### src/logic/bpred_pkg.sv
package bpred_pkg;

    localparam int XLEN               = 32;
    localparam int HISTORY_DEPTH      = 6;    // global and local history length
    localparam int BHT_INDEX_BITS     = 4;    // pc[5:2]
    localparam int CHOOSER_INDEX_BITS = 5;    // pc[6:2]
    localparam int BTB_INDEX_BITS     = 4;    // pc[5:2]
    localparam int BTB_TAG_BITS       = XLEN - BTB_INDEX_BITS - 2;
    localparam int PERF_COUNTER_WIDTH = 8;    // small so the counters wrap

    localparam logic [1:0] PHT_RESET_VALUE     = 2'b01;  // weakly not taken
    localparam logic [1:0] CHOOSER_RESET_VALUE = 2'b01;  // weakly local

    typedef logic [XLEN-1:0]               word_t;
    typedef logic [HISTORY_DEPTH-1:0]      history_t;
    typedef logic [1:0]                    counter_t;
    typedef logic [PERF_COUNTER_WIDTH-1:0] perf_count_t;

    typedef enum logic [1:0] {
        cf_br,
        cf_jal,
        cf_jalr
    } cf_kind_t;

    // fetch-side answer carried down the pipe to the resolve
    typedef struct packed {
        logic     taken;
        logic     btb_hit;
        word_t    target;        // predicted next pc
        cf_kind_t kind;
        logic     local_pred;
        logic     global_pred;
        history_t global_index;  // ghr snapshot
        history_t local_index;   // bht entry snapshot
    } prediction_t;

    typedef struct packed {
        word_t       pc;
        cf_kind_t    kind;
        logic        taken;      // actual direction
        word_t       target;     // raw target before the jalr bit 0 clear
        prediction_t pred;
    } resolve_t;

    typedef struct packed {
        perf_count_t control_flow;
        logic        control_flow_overflow;
        perf_count_t branches;
        logic        branches_overflow;
        perf_count_t correct_branches;
        logic        correct_branches_overflow;
        perf_count_t no_stall_flow;
        logic        no_stall_flow_overflow;
    } perf_counts_t;

endpackage : bpred_pkg
### src/logic/branch_predictor.sv
module branch_predictor
import bpred_pkg::*;
(
    input  logic         clk,
    input  logic         reset,

    input  word_t        lookup_pc,
    output prediction_t  prediction,

    input  logic         resolve_valid,
    input  resolve_t     resolve,

    output perf_counts_t counts
);

    history_t global_history;
    history_t local_history;
    counter_t global_counter;
    counter_t local_counter;
    counter_t chooser_counter;

    logic     btb_hit;
    cf_kind_t btb_kind;
    word_t    btb_target;
    word_t    btb_write_target;

    logic     train_branch;
    logic     pht_up;
    logic     pht_down;
    logic     disagree;
    logic     global_right;
    logic     chooser_up;
    logic     chooser_down;
    logic     predict_taken;

    // pattern and history tables only learn from branches
    assign train_branch = resolve_valid && (resolve.kind == cf_br);
    assign pht_up       = train_branch && resolve.taken;
    assign pht_down     = train_branch && !resolve.taken;

    // chooser moves only when the two predictors disagreed
    assign disagree     = resolve.pred.local_pred != resolve.pred.global_pred;
    assign global_right = resolve.pred.global_pred == resolve.taken;
    assign chooser_up   = train_branch && disagree && global_right;
    assign chooser_down = train_branch && disagree && !global_right;

    assign btb_write_target = (resolve.kind == cf_jalr)
                              ? {resolve.target[XLEN-1:1], 1'b0} : resolve.target;

    history_tables u_history_tables (
        .clk(clk),
        .reset(reset),
        .shift(train_branch),
        .taken(resolve.taken),
        .read_pc(lookup_pc),
        .write_pc(resolve.pc),
        .global_history(global_history),
        .local_history(local_history)
    );

    counter_table #(.INDEX_BITS(HISTORY_DEPTH), .RESET_VALUE(PHT_RESET_VALUE)) u_global_pht (
        .clk(clk),
        .reset(reset),
        .increment(pht_up),
        .decrement(pht_down),
        .read_index(global_history),
        .write_index(resolve.pred.global_index),  // snapshot from lookup time
        .value(global_counter)
    );

    counter_table #(.INDEX_BITS(HISTORY_DEPTH), .RESET_VALUE(PHT_RESET_VALUE)) u_local_pht (
        .clk(clk),
        .reset(reset),
        .increment(pht_up),
        .decrement(pht_down),
        .read_index(local_history),
        .write_index(resolve.pred.local_index),
        .value(local_counter)
    );

    counter_table #(
        .INDEX_BITS(CHOOSER_INDEX_BITS),
        .RESET_VALUE(CHOOSER_RESET_VALUE)
    ) u_chooser (
        .clk(clk),
        .reset(reset),
        .increment(chooser_up),
        .decrement(chooser_down),
        .read_index(lookup_pc[CHOOSER_INDEX_BITS+1:2]),
        .write_index(resolve.pc[CHOOSER_INDEX_BITS+1:2]),
        .value(chooser_counter)
    );

    target_buffer u_target_buffer (
        .clk(clk),
        .reset(reset),
        .write(resolve_valid),
        .read_pc(lookup_pc),
        .write_pc(resolve.pc),
        .write_kind(resolve.kind),
        .write_target(btb_write_target),
        .hit(btb_hit),
        .kind(btb_kind),
        .target(btb_target)
    );

    perf_counters u_perf_counters (
        .clk(clk),
        .reset(reset),
        .resolve_valid(resolve_valid),
        .resolve(resolve),
        .counts(counts)
    );

    always_comb begin
        if (!btb_hit) begin
            predict_taken = 1'b0;
        end else if (btb_kind != cf_br) begin
            predict_taken = 1'b1;                // jumps always redirect
        end else if (chooser_counter[1]) begin
            predict_taken = global_counter[1];   // chooser leans global
        end else begin
            predict_taken = local_counter[1];
        end
    end

    assign prediction.taken        = predict_taken;
    assign prediction.btb_hit      = btb_hit;
    assign prediction.target       = predict_taken ? btb_target : lookup_pc + word_t'(4);
    assign prediction.kind         = btb_kind;
    assign prediction.local_pred   = local_counter[1];
    assign prediction.global_pred  = global_counter[1];
    assign prediction.global_index = global_history;
    assign prediction.local_index  = local_history;

    // decode must hand over a clean record with every pulse
    resolve_kind_known: assert property (
        @(posedge clk) disable iff (reset)
        resolve_valid |-> !$isunknown(resolve.kind)
    ) else $error("branch_predictor: resolve.kind unknown on a resolve pulse");

endmodule : branch_predictor

### src/logic/perf_counters.sv
module perf_counters
import bpred_pkg::*;
(
    input  logic         clk,
    input  logic         reset,
    input  logic         resolve_valid,
    input  resolve_t     resolve,
    output perf_counts_t counts
);

    logic        is_br;
    logic        is_jal;
    logic        is_jalr;
    word_t       clean_target;
    word_t       next_pc;
    logic        target_ok;
    logic        direction_ok;
    logic        no_stall;
    logic [3:0]  enable;      // control_flow, branches, correct, no_stall

    perf_count_t count_q [4];
    logic [3:0]  overflow_q;

    assign is_br   = resolve.kind == cf_br;
    assign is_jal  = resolve.kind == cf_jal;
    assign is_jalr = resolve.kind == cf_jalr;

    assign clean_target = is_jalr ? {resolve.target[XLEN-1:1], 1'b0} : resolve.target;

    // actual next pc to compare with where fetch steered
    assign next_pc      = resolve.taken ? clean_target : resolve.pc + word_t'(4);
    assign target_ok    = resolve.pred.target == next_pc;
    assign direction_ok = resolve.pred.taken == resolve.taken;

    always_comb begin
        no_stall = 1'b0;
        if (is_br) begin
            if (resolve.pred.btb_hit && direction_ok && target_ok) begin
                no_stall = 1'b1;
            end
            if (!resolve.pred.btb_hit && !resolve.taken) begin
                no_stall = 1'b1;  // fell through on pc + 4
            end
        end else if (is_jal || is_jalr) begin
            no_stall = resolve.pred.btb_hit && target_ok;
        end
    end

    assign enable[0] = resolve_valid;
    assign enable[1] = resolve_valid && is_br;
    assign enable[2] = resolve_valid && is_br && direction_ok;
    assign enable[3] = resolve_valid && no_stall;

    always_ff @(posedge clk) begin
        if (reset) begin
            for (int i = 0; i < 4; i++) begin
                count_q[i] <= '0;
            end
            overflow_q <= '0;
        end else begin
            for (int i = 0; i < 4; i++) begin
                if (enable[i]) begin
                    count_q[i] <= count_q[i] + perf_count_t'(1);  // wraps
                    if (count_q[i] == '1) begin
                        overflow_q[i] <= 1'b1;                  // sticky
                    end
                end
            end
        end
    end

    assign counts.control_flow              = count_q[0];
    assign counts.control_flow_overflow     = overflow_q[0];
    assign counts.branches                  = count_q[1];
    assign counts.branches_overflow         = overflow_q[1];
    assign counts.correct_branches          = count_q[2];
    assign counts.correct_branches_overflow = overflow_q[2];
    assign counts.no_stall_flow             = count_q[3];
    assign counts.no_stall_flow_overflow    = overflow_q[3];

endmodule : perf_counters

### src/logic/target_buffer.sv
module target_buffer
import bpred_pkg::*;
(
    input  logic     clk,
    input  logic     reset,
    input  logic     write,
    input  word_t    read_pc,
    input  word_t    write_pc,
    input  cf_kind_t write_kind,
    input  word_t    write_target,
    output logic     hit,
    output cf_kind_t kind,
    output word_t    target
);

    typedef struct packed {
        logic [BTB_TAG_BITS-1:0] tag;
        cf_kind_t                kind;
        word_t                   target;
    } btb_entry_t;

    logic [2**BTB_INDEX_BITS-1:0] valid_q;
    btb_entry_t                   entry_q [2**BTB_INDEX_BITS];

    logic [BTB_INDEX_BITS-1:0] read_index;
    logic [BTB_INDEX_BITS-1:0] write_index;
    btb_entry_t                read_entry;

    assign read_index  = read_pc[BTB_INDEX_BITS+1:2];
    assign write_index = write_pc[BTB_INDEX_BITS+1:2];
    assign read_entry  = entry_q[read_index];

    assign hit    = valid_q[read_index]
                    && (read_entry.tag == read_pc[XLEN-1:BTB_INDEX_BITS+2]);
    assign kind   = hit ? read_entry.kind : cf_br;  // no stale kind on a miss
    assign target = read_entry.target;

    always_ff @(posedge clk) begin
        if (reset) begin
            valid_q <= '0;
        end else if (write) begin
            valid_q[write_index] <= 1'b1;
        end
    end

    always_ff @(posedge clk) begin
        if (write) begin
            entry_q[write_index] <= '{tag:    write_pc[XLEN-1:BTB_INDEX_BITS+2],
                                      kind:   write_kind,
                                      target: write_target};
        end
    end

    // the parent must clear bit 0 of a jalr target before it gets here
    jalr_target_aligned: assert property (
        @(posedge clk) disable iff (reset)
        (write && write_kind == cf_jalr) |-> !write_target[0]
    ) else $error("target_buffer: jalr target written with bit 0 set");

endmodule : target_buffer

### src/logic/history_tables.sv
module history_tables
import bpred_pkg::*;
(
    input  logic     clk,
    input  logic     reset,
    input  logic     shift,            // branch resolve
    input  logic     taken,
    input  word_t    read_pc,
    input  word_t    write_pc,
    output history_t global_history,
    output history_t local_history
);

    history_t ghr_q;
    history_t bht_q [2**BHT_INDEX_BITS];

    logic [BHT_INDEX_BITS-1:0] read_index;
    logic [BHT_INDEX_BITS-1:0] write_index;

    assign read_index  = read_pc[BHT_INDEX_BITS+1:2];
    assign write_index = write_pc[BHT_INDEX_BITS+1:2];

    assign global_history = ghr_q;
    assign local_history  = bht_q[read_index];

    // newest outcome lands in bit 0
    always_ff @(posedge clk) begin
        if (reset) begin
            ghr_q <= '0;
        end else if (shift) begin
            ghr_q <= {ghr_q[HISTORY_DEPTH-2:0], taken};
        end
    end

    always_ff @(posedge clk) begin
        if (reset) begin
            for (int i = 0; i < 2**BHT_INDEX_BITS; i++) begin
                bht_q[i] <= '0;
            end
        end else if (shift) begin
            bht_q[write_index] <= {bht_q[write_index][HISTORY_DEPTH-2:0], taken};
        end
    end

endmodule : history_tables

### src/logic/counter_table.sv
module counter_table
import bpred_pkg::*;
#(
    parameter int       INDEX_BITS  = HISTORY_DEPTH,
    parameter counter_t RESET_VALUE = PHT_RESET_VALUE
)
(
    input  logic                  clk,
    input  logic                  reset,
    input  logic                  increment,
    input  logic                  decrement,
    input  logic [INDEX_BITS-1:0] read_index,
    input  logic [INDEX_BITS-1:0] write_index,
    output counter_t              value
);

    counter_t table_q [2**INDEX_BITS];
    counter_t write_entry;

    assign value       = table_q[read_index];  // old contents during a write
    assign write_entry = table_q[write_index];

    always_ff @(posedge clk) begin
        if (reset) begin
            for (int i = 0; i < 2**INDEX_BITS; i++) begin
                table_q[i] <= RESET_VALUE;
            end
        end else if (increment) begin
            if (write_entry != 2'b11) begin  // saturate high
                table_q[write_index] <= write_entry + 2'b01;
            end
        end else if (decrement) begin
            if (write_entry != 2'b00) begin  // saturate low
                table_q[write_index] <= write_entry - 2'b01;
            end
        end
    end

    // strobes are decoded in the parent from one resolved direction
    inc_dec_exclusive: assert property (
        @(posedge clk) disable iff (reset)
        !(increment && decrement)
    ) else $error("counter_table: increment and decrement high together");

endmodule : counter_table

### config.mk
export PLATFORM = sky130hd
export DESIGN_NAME = branch_predictor
export DESIGN_NICKNAME = d
export VERILOG_FILES = /design/src/logic/bpred_pkg.sv /design/src/logic/branch_predictor.sv /design/src/logic/perf_counters.sv /design/src/logic/target_buffer.sv /design/src/logic/history_tables.sv /design/src/logic/counter_table.sv
export SDC_FILE = /design/constraint.sdc
export NUM_CORES = 2
export LEC_CHECK = 0
export CAP_MARGIN = 20
export CORE_MARGIN = 1.5
export CORE_UTILIZATION = 58
export CTS_CLUSTER_SIZE = 14
export DETAILED_ROUTE_END_ITERATION = 6
export DONT_BUFFER_PORTS = 1
export GPL_TIMING_DRIVEN = 0
export PLACE_DENSITY_LB_ADDON = 0.2
export SYNTH_ARGS = -nofsm -noshare
export SYNTH_HDL_FRONTEND = slang
export SYNTH_HIERARCHICAL = 1
export SYNTH_SLANG_ARGS = --single-unit
export TNS_END_PERCENT = 10
### constraint.sdc
create_clock -name clk -period 5.7 [get_ports clk]
set_input_delay 0.57 -clock clk [delete_from_list [all_inputs] [get_ports clk]]
set_output_delay 0.57 -clock clk [all_outputs]
set_load 0.01 [all_outputs]
==> flow_metrics.tcl <==
set metrics [dict create \
    status "finished, violations left" \
    violations "setup timing" \
    overflow 0 \
    power.density_mw_per_mm2 307 \
    first_global_vias 42700 \
    wl_per_cell_um 34.1 \
    dr.pass1.iters 6 \
    peakVddDrop_uv 278 \
    grtUsageTotal 0.359 \
    cts_sinks 1434 \
    antenna_found_initial 11 \
    drv_slew 0 \
    multiInputGateArea_mm2 0.0221 \
    area_growth_pct 13.5 \
    seq_power_share 0.514 \
    dp_slack_ps -1050 \
    slowest_delay_ps 640 \
    cp_slowest_cell "mux4_2" \
    gp_congestion 1.00 \
    drt-total-wl_mm 210 \
    cts_buffers 149 \
    final-hold-violation-count 0 \
    power.combinational.fraction 0.086 \
    power.internal_mw 17.7 \
    rsz0062_at_grt "true" \
    layout_commonest_cell "edfxtp_1" \
    final_util 0.662 \
    dpl_cell_area_mm2 0.0698 \
    ys_warn_count 6 \
    critPathArrivalTime_ps 5330 \
    cts_max_level 4 \
    clkPwrFrac 0.400 \
    fin_worst_skew_ps 40.3 \
    hpwl_mm 140 \
    io_buffers 0 \
    coreArea_mm2 0.114 \
    mostFrequentLayoutCells "edfxtp_1 (1408), mux4_2 (340), nand2_1 (286)" \
    syn_area_per_cell_um2 15.7 \
    critPathMostFrequentCell "mux4_2" \
    die_y_um 342 \
    grt_pass1_wl_mm 299 \
    nNetsFinal 4687 \
    crit_required_ps 5130 \
    synth_area_mm2 0.0666 \
    drive_gt1_frac 0.228 \
    period_needed_ps 5900 \
    final_area_mm2 0.0756 \
    crit_fanout 10 \
    grt_max_degree 23 \
    tightest_slew_ps 1220 \
    setup_viol 33 \
    period_share 1.03 \
    die_area_mm2 0.117 \
    die_w_um 342 \
    cts_buffer_depth 3 \
    max_cap_violations 0 \
    viasPerCell 7.02 \
    synth_cells 4236 \
    crit_type "reg -> out" \
    drt_iter0_markers 6382 \
    detail-route-antenna-nets 0 \
    finalPower_mw 23.2 \
    rows 124 \
    syn_nets 4396 \
    clk_pin_slew_ps 60 \
    finalWorstSetupSlack_ps -199 \
    via_count 43400 \
    hold_class "in -> reg" \
    drc_errors 0 \
    start_kind "flop" \
    initial_core_util 0.583 \
    insertion_delay_ps 780 \
    critPathCaptureType "output port" \
    p_sw_mw 5.45 \
    fmax_mhz 170 \
    cts_tree "yes" \
    fill_cells 7887 \
    seqCellArea_mm2 0.0428 \
    maxSlewHeadroom 0.186 \
    pin_count 238 \
    worst-r2r-setup-slack_ps 2500 \
    cts_root_buffer "clkbuf_16" \
    sw_frac_of_total 0.235 \
    fin_setup_tns_ps -5460 \
    leakage_nw 23.8 \
    path_cells "mux4_2 > a22oi_2 > nand2_4 > buf_8 > buf_12 > mux4_2 > mux4_2 > mux4_2 > mux2_4 > o31ai_4 > buf_12 > buf_12 > clkbuf_8 > nor2_1 > a21oi_2" \
]
-- power by group through the flow --
stage | Sequential [mW] | Clock [mW] | Combinational, mW
floorplan | 12.1 | 0 | 1.20
global placement | 12.1 | 0 | 1.73
detailed placement | 12.1 | 0 | 1.78
CTS | 11.9 | 9.37 | 1.94
global route | 11.9 | 9.73 | 2.07
finish | 11.9 | 9.28 | 2.00
-- routing by layer --
metal  part of all wire  up-vias  track usage
met4              0.051       14        0.168
met3               0.13      632        0.113
li1                   -    17600            -
met2               0.46     3163        0.556
met5            0.00052        -            0
met1               0.35    22000        0.466
-- metrics by stage --
step	hold slack (ps)	cells
after CTS	28.3	6160
after global routing	39.8	6166
final	73.2	6176
after floorplan	435	4236
after detailed placement	457	5817
after global placement	443	5748
-- worst max-delay path, delay by kind of cell, from the launching register on --
family | cells | cell delay, ps
AO/OA/AOI/OAI | 3 | 670
multiplexers | 5 | 2440
AND/OR/NAND/NOR | 2 | 230
buffers and inverters | 5 | 770
flip-flops | 1 | 400
-- registers in the layout (all words and copies together) (netlist names), 6 cells and up --
name                             flops
u_perf_counters/count_q             32
u_target_buffer/valid_q             16
u_global_pht/table_q               128
u_history_tables/global_history      6
u_target_buffer/entry_q            960
u_chooser/table_q                   64
u_history_tables/bht_q              96
u_local_pht/table_q                128
-- layout make-up --
class,count,share of cell area
Sequential cell,1434,0.566
Tap cell,1512,0.0250
Inverter,39,0.00194
Multi-Input combinational cell,2432,0.292
Buffer,331,0.0281
Timing Repair Buffer,140,0.0253
Antenna cell,14,0.000463
Clock buffer,189,0.0521
Clock inverter,85,0.00898
-- path summary, 6_finish.rpt --
| path | start | end | cells after the start |
|---|---|---|---|
| max | u_history_tables/bht_q[10][0]$_SDFFCE_PN0P_ | prediction[29] | 15 |
| min | resolve[82] | u_history_tables/bht_q[15][0]$_SDFFCE_PN0P_ | 2 |
| max reg2reg | u_local_pht/table_q[23][0]$_SDFFCE_PN1P_ | u_local_pht/table_q[22][1]$_SDFFCE_PN0P_ | 9 |
| min reg2reg | u_target_buffer/valid_q[13]$_SDFFE_PP0P_ | u_target_buffer/valid_q[13]$_SDFFE_PP0P_ | 2 |
-- repair_timing --
| action | CTS | global route |
|---|---|---|
| endpoints found under the setup margin | 33 | 33 |
| resized for setup | 101 | 18 |
| hold buffers | 61 | 0 |
| pin swaps | 4 | 4 |
| cloned | 4 | 0 |
| hold endpoints to repair | 951 | 0 |
| setup buffers | 4 | 0 |
Power figures use the tool's default switching activity.
